**src/flash_pkg.sv**
```systemverilog
//////////////////////////////////////////////////
// shared widths, timing and types for the flash
// boot-ROM controller. imported by the RTL blocks
// and the byte-stream interface
//////////////////////////////////////////////////

package flash_pkg;

  //////////////////////////////////////////////////
  // flash side
  //////////////////////////////////////////////////

  localparam int FAW = 22;            // flash address width
  localparam int FDW = 8;             // flash data width

  //////////////////////////////////////////////////
  // qmem side
  //////////////////////////////////////////////////

  localparam int QAW = 22;            // qmem byte address width
  localparam int QDW = 32;            // qmem data width
  localparam int QSW = 4;             // qmem select width

  localparam int BYTES_PER_WORD = QDW / FDW;  // flash reads per word

  // clocks with address and oe_n held before sampling the byte
  // 3 -> 80ns @ 50MHz, enough for a 70ns part
  localparam int DLY = 3;

  typedef logic [QDW-1:0] word_t;     // qmem data word
  typedef logic [FDW-1:0] fbyte_t;    // one flash byte

  // sequencer states
  typedef enum logic [1:0] {
    IDLE,                             // wait for cs
    ACCESS,                           // flash selected, counting access time
    PUSH,                             // byte (or err item) offered downstream
    DONE                              // wait for the packer to answer qmem
  } seq_state_t;

endpackage

```
**src/flash_byte_if.sv**
```systemverilog
//////////////////////////////////////////////////
// byte stream between sequencer, FIFO and packer
// valid/ready handshake, one item per transfer
//////////////////////////////////////////////////

interface flash_byte_if;

  import flash_pkg::*;

  logic   valid;                      // item present
  fbyte_t data;                       // flash byte, ignored on err items
  logic   last;                       // fourth byte of a word
  logic   err;                        // write refused, no data
  logic   ready;                      // consumer can take the item

  // item source side
  modport producer (
    output valid, data, last, err,
    input  ready
  );

  // item sink side
  modport consumer (
    input  valid, data, last, err,
    output ready
  );

endinterface

```
**src/flash_seq.sv**
```systemverilog
//////////////////////////////////////////////////
// flash access sequencer
// turns one held qmem request into four timed byte
// reads of the NOR flash, or one err item for a write
//////////////////////////////////////////////////

module flash_seq (
  input  logic                     clk,
  input  logic                     rst_n,
  // held qmem request
  input  logic                     cs,
  input  logic                     we,
  input  logic [flash_pkg::QAW-1:0] adr,
  input  logic                     done,      // packer answered qmem
  // flash pins
  output logic [flash_pkg::FAW-1:0] fl_adr,
  output logic                     fl_ce_n,
  output logic                     fl_oe_n,
  output logic                     fl_rst_n,
  input  flash_pkg::fbyte_t        fl_dat_r,
  // byte stream out
  flash_byte_if.producer           bytes
);

  import flash_pkg::*;

  seq_state_t                 state;
  logic [$clog2(DLY+1)-1:0]   cnt;          // access time counter
  logic [1:0]                 idx;          // byte within the word

  logic start;                              // request accepted in IDLE
  logic cap;                                // access time over, sample flash
  logic adv;                                // byte taken by the FIFO

  assign start = (state == IDLE) && cs;
  assign cap   = (state == ACCESS) && (int'(cnt) == DLY);
  assign adv   = (state == PUSH) && bytes.ready;

  //////////////////////////////////////////////////
  // control FSM
  //////////////////////////////////////////////////

  always_ff @(posedge clk or negedge rst_n) begin
    if (!rst_n) begin
      state       <= IDLE;
      cnt         <= '0;
      idx         <= '0;
      fl_ce_n     <= 1'b1;
      fl_oe_n     <= 1'b1;
      fl_rst_n    <= 1'b0;                  // flash held in reset with us
      bytes.valid <= 1'b0;
    end else begin
      fl_rst_n <= 1'b1;                     // released on first edge
      case (state)
        IDLE: begin
          if (start && we) begin
            state       <= PUSH;            // write: skip the flash entirely
            bytes.valid <= 1'b1;
          end else if (start) begin
            state   <= ACCESS;
            fl_ce_n <= 1'b0;
            fl_oe_n <= 1'b0;
            cnt     <= '0;
            idx     <= '0;
          end
        end
        ACCESS: begin
          if (cap) begin
            state       <= PUSH;
            fl_oe_n     <= 1'b1;            // ce_n stays low while we wait
            bytes.valid <= 1'b1;
          end else begin
            cnt <= cnt + 1'b1;
          end
        end
        PUSH: begin
          if (adv) begin
            bytes.valid <= 1'b0;
            if (bytes.last) begin
              state   <= DONE;
              fl_ce_n <= 1'b1;
            end else begin
              state   <= ACCESS;            // next byte of the word
              fl_oe_n <= 1'b0;
              cnt     <= '0;
              idx     <= idx + 1'b1;
            end
          end
        end
        DONE: if (done) state <= IDLE;      // request now answered
        default: state <= IDLE;
      endcase
    end
  end

  //////////////////////////////////////////////////
  // address and item payload
  //////////////////////////////////////////////////

  always_ff @(posedge clk) begin
    if (start) begin
      fl_adr     <= FAW'({adr[QAW-1:2], 2'b00}); // word aligned, low bits ignored
      bytes.err  <= we;
      bytes.last <= we;                     // err item ends the request
    end
    if (cap) begin
      bytes.data <= fl_dat_r;
      bytes.last <= (idx == 2'(BYTES_PER_WORD-1));
    end
    if (adv && !bytes.last)
      fl_adr[1:0] <= idx + 1'b1;            // step to next byte
  end

endmodule

```
**src/flash_byte_fifo.sv**
```systemverilog
//////////////////////////////////////////////////
// small FIFO for byte items
// decouples flash timing from the word packer.
// DEPTH must be a power of two, at least 2
//////////////////////////////////////////////////

module flash_byte_fifo #(
  parameter int DEPTH = 4
) (
  input  logic           clk,
  input  logic           rst_n,
  flash_byte_if.consumer in_s,     // from sequencer
  flash_byte_if.producer out_s     // to packer
);

  import flash_pkg::*;

  logic [FDW+1:0]         mem [DEPTH];      // {err, last, data}
  logic [$clog2(DEPTH):0] wr_ptr;           // extra msb tells full from empty
  logic [$clog2(DEPTH):0] rd_ptr;
  logic                   full;
  logic                   empty;
  logic                   push;
  logic                   pop;

  assign empty = (wr_ptr == rd_ptr);
  assign full  = (wr_ptr[$clog2(DEPTH)] != rd_ptr[$clog2(DEPTH)]) &&
                 (wr_ptr[$clog2(DEPTH)-1:0] == rd_ptr[$clog2(DEPTH)-1:0]);

  assign push = in_s.valid && in_s.ready;
  assign pop  = out_s.valid && out_s.ready;

  assign in_s.ready  = !full;
  assign out_s.valid = !empty;               // valid the cycle after push

  // head item straight from storage
  assign {out_s.err, out_s.last, out_s.data} = mem[rd_ptr[$clog2(DEPTH)-1:0]];

  //////////////////////////////////////////////////
  // storage
  //////////////////////////////////////////////////

  always_ff @(posedge clk) begin
    if (push)
      mem[wr_ptr[$clog2(DEPTH)-1:0]] <= {in_s.err, in_s.last, in_s.data};
  end

  // pointers
  always_ff @(posedge clk or negedge rst_n) begin
    if (!rst_n) begin
      wr_ptr <= '0;
      rd_ptr <= '0;
    end else begin
      if (push) wr_ptr <= wr_ptr + 1'b1;
      if (pop)  rd_ptr <= rd_ptr + 1'b1;
    end
  end

endmodule

```
**src/word_assembler.sv**
```systemverilog
//////////////////////////////////////////////////
// word packer
// collects flash bytes big-endian into a qmem word
// and answers the request with ack, or err for writes
//////////////////////////////////////////////////

module word_assembler (
  input  logic              clk,
  input  logic              rst_n,
  flash_byte_if.consumer    bytes,    // from FIFO
  // qmem response
  output flash_pkg::word_t  dat_r,
  output logic              ack,
  output logic              err,
  output logic              done      // tells the sequencer we answered
);

  import flash_pkg::*;

  word_t sh;                          // partial word, first byte ends up on top
  logic  take;                        // item accepted this cycle

  // stall while a finished word (or err) is on the bus
  assign bytes.ready = !(ack || err);
  assign take        = bytes.valid && bytes.ready;
  assign done        = ack || err;    // same cycle as the qmem answer

  //////////////////////////////////////////////////
  // data path
  //////////////////////////////////////////////////

  always_ff @(posedge clk) begin
    if (take && !bytes.err) begin
      sh <= {sh[QDW-FDW-1:0], bytes.data};            // shift in from the right
      if (bytes.last)
        dat_r <= {sh[QDW-FDW-1:0], bytes.data};       // complete word
    end
  end

  // qmem strobes, one cycle each
  always_ff @(posedge clk or negedge rst_n) begin
    if (!rst_n) begin
      ack <= 1'b0;
      err <= 1'b0;
    end else begin
      ack <= take && bytes.last && !bytes.err;
      err <= take && bytes.err;      // dat_r left as it was
    end
  end

endmodule

```
**src/ctrl_flash.sv**
```systemverilog
//////////////////////////////////////////////////
// read-only boot ROM on a qmem slave port
// external 8 bit NOR flash, big-endian words,
// writes are refused with err
//////////////////////////////////////////////////

module ctrl_flash (
  // system
  input  logic                      clk,
  input  logic                      rst_n,
  // qmem slave
  input  logic                      cs,
  input  logic                      we,
  input  logic [flash_pkg::QAW-1:0] adr,
  input  logic [flash_pkg::QSW-1:0] sel,      // unused, ROM reads whole words
  input  flash_pkg::word_t          dat_w,    // unused, ROM is never written
  output flash_pkg::word_t          dat_r,
  output logic                      ack,
  output logic                      err,
  // flash pins
  output logic [flash_pkg::FAW-1:0] fl_adr,
  output logic                      fl_ce_n,
  output logic                      fl_oe_n,
  output logic                      fl_rst_n,
  input  flash_pkg::fbyte_t         fl_dat_r
);

  // sel and dat_w only kept for qmem port compatibility

  flash_byte_if seq_bytes ();         // sequencer -> FIFO
  flash_byte_if fifo_bytes ();        // FIFO -> packer

  logic done;                         // request answered

  flash_seq u_seq (
    .clk      (clk      ),
    .rst_n    (rst_n    ),
    .cs       (cs       ),
    .we       (we       ),
    .adr      (adr      ),
    .done     (done     ),
    .fl_adr   (fl_adr   ),
    .fl_ce_n  (fl_ce_n  ),
    .fl_oe_n  (fl_oe_n  ),
    .fl_rst_n (fl_rst_n ),
    .fl_dat_r (fl_dat_r ),
    .bytes    (seq_bytes)
  );

  flash_byte_fifo #(.DEPTH(4)) u_fifo (
    .clk      (clk       ),
    .rst_n    (rst_n     ),
    .in_s     (seq_bytes ),
    .out_s    (fifo_bytes)
  );

  word_assembler u_asm (
    .clk      (clk       ),
    .rst_n    (rst_n     ),
    .bytes    (fifo_bytes),
    .dat_r    (dat_r     ),
    .ack      (ack       ),
    .err      (err       ),
    .done     (done      )
  );

endmodule

```
**config.mk**
```make
export PLATFORM = sky130hd
export DESIGN_NAME = ctrl_flash
export DESIGN_NICKNAME = d
export VERILOG_FILES = /design/src/flash_pkg.sv /design/src/flash_byte_if.sv /design/src/flash_seq.sv /design/src/flash_byte_fifo.sv /design/src/word_assembler.sv /design/src/ctrl_flash.sv
export SDC_FILE = /design/constraint.sdc
export NUM_CORES = 1
export LEC_CHECK = 0
export BUFFER_PORTS_ARGS = -buffer_cell sky130_fd_sc_hd__buf_2
export CAP_MARGIN = 15
export CORE_ASPECT_RATIO = 1.4
export CORE_MARGIN = 2
export CORE_UTILIZATION = 45
export DETAILED_ROUTE_END_ITERATION = 7
export GPL_TIMING_DRIVEN = 0
export PLACE_DENSITY_LB_ADDON = 0.08
export SLEW_MARGIN = 10
export SYNTH_ARGS = -nofsm -noshare
export SYNTH_HDL_FRONTEND = slang
export SYNTH_HIERARCHICAL = 1
export SYNTH_SLANG_ARGS = --single-unit
```
**constraint.sdc**
```tcl
create_clock -name clk -period 5.02 [get_ports clk]
set_clock_uncertainty 0.15 [all_clocks]
set_input_delay 0.502 -clock clk [delete_from_list [all_inputs] [get_ports clk]]
set_output_delay 0.502 -clock clk [all_outputs]
set_load 0.01 [all_outputs]
```
==> results.md <==
* Number of antenna violations at the first check in global routing at 0
* Number of port buffers at 90
* Maximum operating frequency at 276 MHz
* Dominant cells by area after synthesis: edfxtp_1 73%, dfrtp_1 7.6%, mux4_2 4.2%, ha_1 1.7%, dfstp_2 0.99%
* Final-report setup violation count at 0
* Synth top area share at 72.5%
* Final-report max-slew violation count at 0
* Result of the run: finished clean
* Post-synthesis cell type count at 50
* Starting DRT DRC Count at 92
* Share of the yosys chip area belonging to registers at 81.0%
* Met2 GRT Util at 23.5%
* Post-synth top cells: 128 x edfxtp_1, 16 x dfrtp_1, 10 x mux4_2
* Antenna violation net count after detailed routing at 0
* Worst slew slack as a fraction of its limit at 42.1%
* Placer's final routability congestion estimate at 0.746
* Kind of path behind the tightest hold check: input pin to register
* Layout overhead on the synthesized area at 23.4%
* Vias post-DR at 2608
* Pin count of the biggest net entering global routing at 33
* Setup repair after global routing missed its margin: false
* Crit end category: register
* Worst Path Required at 4.90 ns
* Wire length of the first global-routing pass at 13.4 mm
* Cell count after synthesis at 260
* Finished Layout Cells at 529
* Clock edge transition at the registers on the reported setup and hold paths at 0.06 ns
* Power per Cell Area at 650 nW/um^2
* Die area at 12700 sq um
* Crit path launch type: register
* Total half-perimeter wirelength after legalization and detailed placement at 5.65 mm
* Worst Tran Pin Value at 0.865 ns
* DR DRC count at 0
* I/O pins at 129
* Die span in x at 95.7 microns
* Routed vias/inst at 4.93
* Syn Nets at 337
* Post-synthesis sequential element count at 146
* Largest buffer count on any clock path at 2
* Worst Path Max Fanout at 32
* Routing usage on met1 at 17.2%
* Routed WL per cell at 15.9 microns
* Antenna cell count at 0
* Post-synth ARST share at 12.3%
* Post CTS Setup Buffer Count at 0
* Post-Syn Area at 5300 sq um
* Final Instance Area at 6540 sq um
* Vias in the first global route at 2721
* GRT Total Usage at 14.4%
* Post-synthesis cell type with the largest combined area: edfxtp_1
* Clk root buf: clkbuf_16
* Final worst setup slack at 1.40 ns
* Inserted Clock Buffers at 17
* Num Clock Sinks at 146
* Max-capacitance violation count at 0
* Met3 routing resource usage after global routing at 5.41%
* CTS tree: yes
* Number of synthesized flops with an enable pin at 128
* Synthesis warning total at 6
* Effective utilization at floorplan at 46.5%
* Core Box Area at 11400 sq um
* Worst-case setup slack after placement at 1.30 ns
* Fin Setup TNS at 0 ns
* Leading cell type by number of instances after synthesis: edfxtp_1
* Layout cells sized above 1 at 40.3%
* Worst ir drop on vdd at 279 uV
* Clock latency at the later pin of the worst-skew pair at 0.41 ns
* Most Crowded Layer GR: met2
* CP arrival at 3.50 ns
* Post-placement cell count at 496
* Avg Cell Area, Syn at 20.4 sq um
* Leakage power total at 2.48 nW
* Final worst path period need at 3.62 ns
* Number of hold-slack violations in the final timing report at 0
* Final #Nets at 449
* Dominant register cell in the synthesized netlist: edfxtp_1
* DIE HEIGHT at 132 microns
* CP Class: register to register
* Drt total wl at 8.40 mm
* First drt pass iteration count at 4
* Share of the cycle needed by the critical path after routing at 72.1%
* Cell area after placement at 5960 sq um
* Number of core rows at 46
* Number of H-tree levels at 4
* Number of cells upsized or downsized after cts at 0
* Grt total ovfl at 0
placed cells by master (no fill, tap or decap), types with 2 or more instances in the layout:
| cell | netlist | final |
|---|---|---|
| a211oi_1 | 2 | 2 |
| inv_6 | 0 | 6 |
| buf_4 | 2 | 2 |
| a21oi_1 | 8 | 8 |
| edfxtp_1 | 128 | 128 |
| nand3_1 | 2 | 2 |
| xnor2_1 | 4 | 4 |
| buf_2 | 2 | 92 |
| nand2b_1 | 4 | 4 |
| o211ai_1 | 2 | 2 |
| nor3b_1 | 2 | 2 |
| o31ai_1 | 4 | 4 |
| clkbuf_16 | 0 | 17 |
| ha_1 | 7 | 7 |
| nand2_1 | 5 | 5 |
| dfrtp_1 | 16 | 16 |
| clkinv_2 | 0 | 2 |
| inv_1 | 8 | 8 |
| a22o_1 | 4 | 4 |
| o21ai_0 | 6 | 6 |
| clkinvlp_4 | 0 | 3 |
| a221oi_1 | 2 | 2 |
| mux2_2 | 2 | 2 |
| and3_1 | 4 | 4 |
| or3_1 | 2 | 2 |
| inv_8 | 0 | 2 |
| buf_6 | 2 | 4 |
| xor2_1 | 3 | 3 |
| mux4_2 | 10 | 10 |
| dfstp_2 | 2 | 2 |
what timing repair did:
action	4_1_cts	5_1_grt
setup endpoints to repair	0	0
hold buffers	1	0
endpoints found under the hold margin	16	0
area by class of cell:
class                   instances  area, sq um
clock inverters                15          146
inverters                       8         30.0
clock buffers                  17          425
repair buffers                 93          483
plain buffers                   7         51.3
multi-input cells              99          927
well taps                     144          180
fillers                       914         4860
flip-flops and latches        146         4300
worst max-delay path: stages (launching register included):
cell and delay (ns):
dfrtp_1 0.48, clkbuf_1 0.56, mux4_2 0.45, nor4b_4 0.80
and2_2 0.78
routing by layer:
layer | vias to the layer above | wire (microns) | share of wire, %
li1 | 1249 | - | -
met1 | 1272 | 3570 | 43
met2 | 75 | 4240 | 51
met3 | 12 | 442 | 5.3
met4 | 0 | 138 | 1.6
met5 | - | 0 | 0
cell families (layout without fill, tap and decap cells):
kind of cell / after synthesis / count (layout) / synth area share [%]
compound gates: 35 / 35 / 4.46
flops: 146 / 146 / 81.0
mux: 13 / 13 / 4.89
xor+xnor: 8 / 8 / 1.46
buf+inv: 15 / 140 / 1.53
fa+ha+maj: 7 / 7 / 1.65
simple gates: 35 / 35 / 4.89
other cells: 1 / 1 / 0.0707
final timing paths:
check / startpoint / to / slack [ns] / depth (start not counted)
max: u_fifo/rd_ptr[1] / u_asm/dat_r[12] / 1.40 / 4
max reg2reg: u_fifo/rd_ptr[1] / u_asm/dat_r[12] / 1.40 / 4
min reg2reg: u_asm/sh[18] / u_asm/dat_r[26] / 0.27 / 0
min: fl_dat_r[7] / u_seq/bytes.data[7] / 0.12 / 1
min in group asynchronous: rst_n / u_seq/fl_rst_n / 0.44 / 2
max in group asynchronous: rst_n / u_seq/fl_ce_n / 3.93 / 2
state kept, by name (all words and copies together) (netlist names):
name and flops:
u_fifo/mem 40, u_asm/dat_r 32, u_asm/sh 24, u_seq/fl_adr 22, u_seq/bytes.data 8, u_fifo/rd_ptr 3, u_fifo/wr_ptr 3, u_seq/cnt 2
u_seq/idx 2, u_seq/state 2, u_asm/ack 1, u_asm/err 1, u_seq/bytes.err 1, u_seq/bytes.last 1, u_seq/bytes.valid 1, u_seq/fl_ce_n 1
u_seq/fl_oe_n 1, u_seq/fl_rst_n 1
where the power goes:
group	internal (mW)	switching [mW]
clock network	0.696	0.506
logic	0.439	0.621
registers	1.84	0.153
total	2.97	1.28
per-stage QoR:
stage	power (mW)	hold WS, ns	util (%)
after floorplan	2.72	0.0564	-
after global placement	3.06	0.251	52.1
final	4.25	0.116	57.4
after detailed placement	3.10	0.255	52.3
after global routing	4.50	0.0980	57.4
after CTS	4.31	0.101	57.4
No activity file was read; power rests on OpenSTA's default activity.
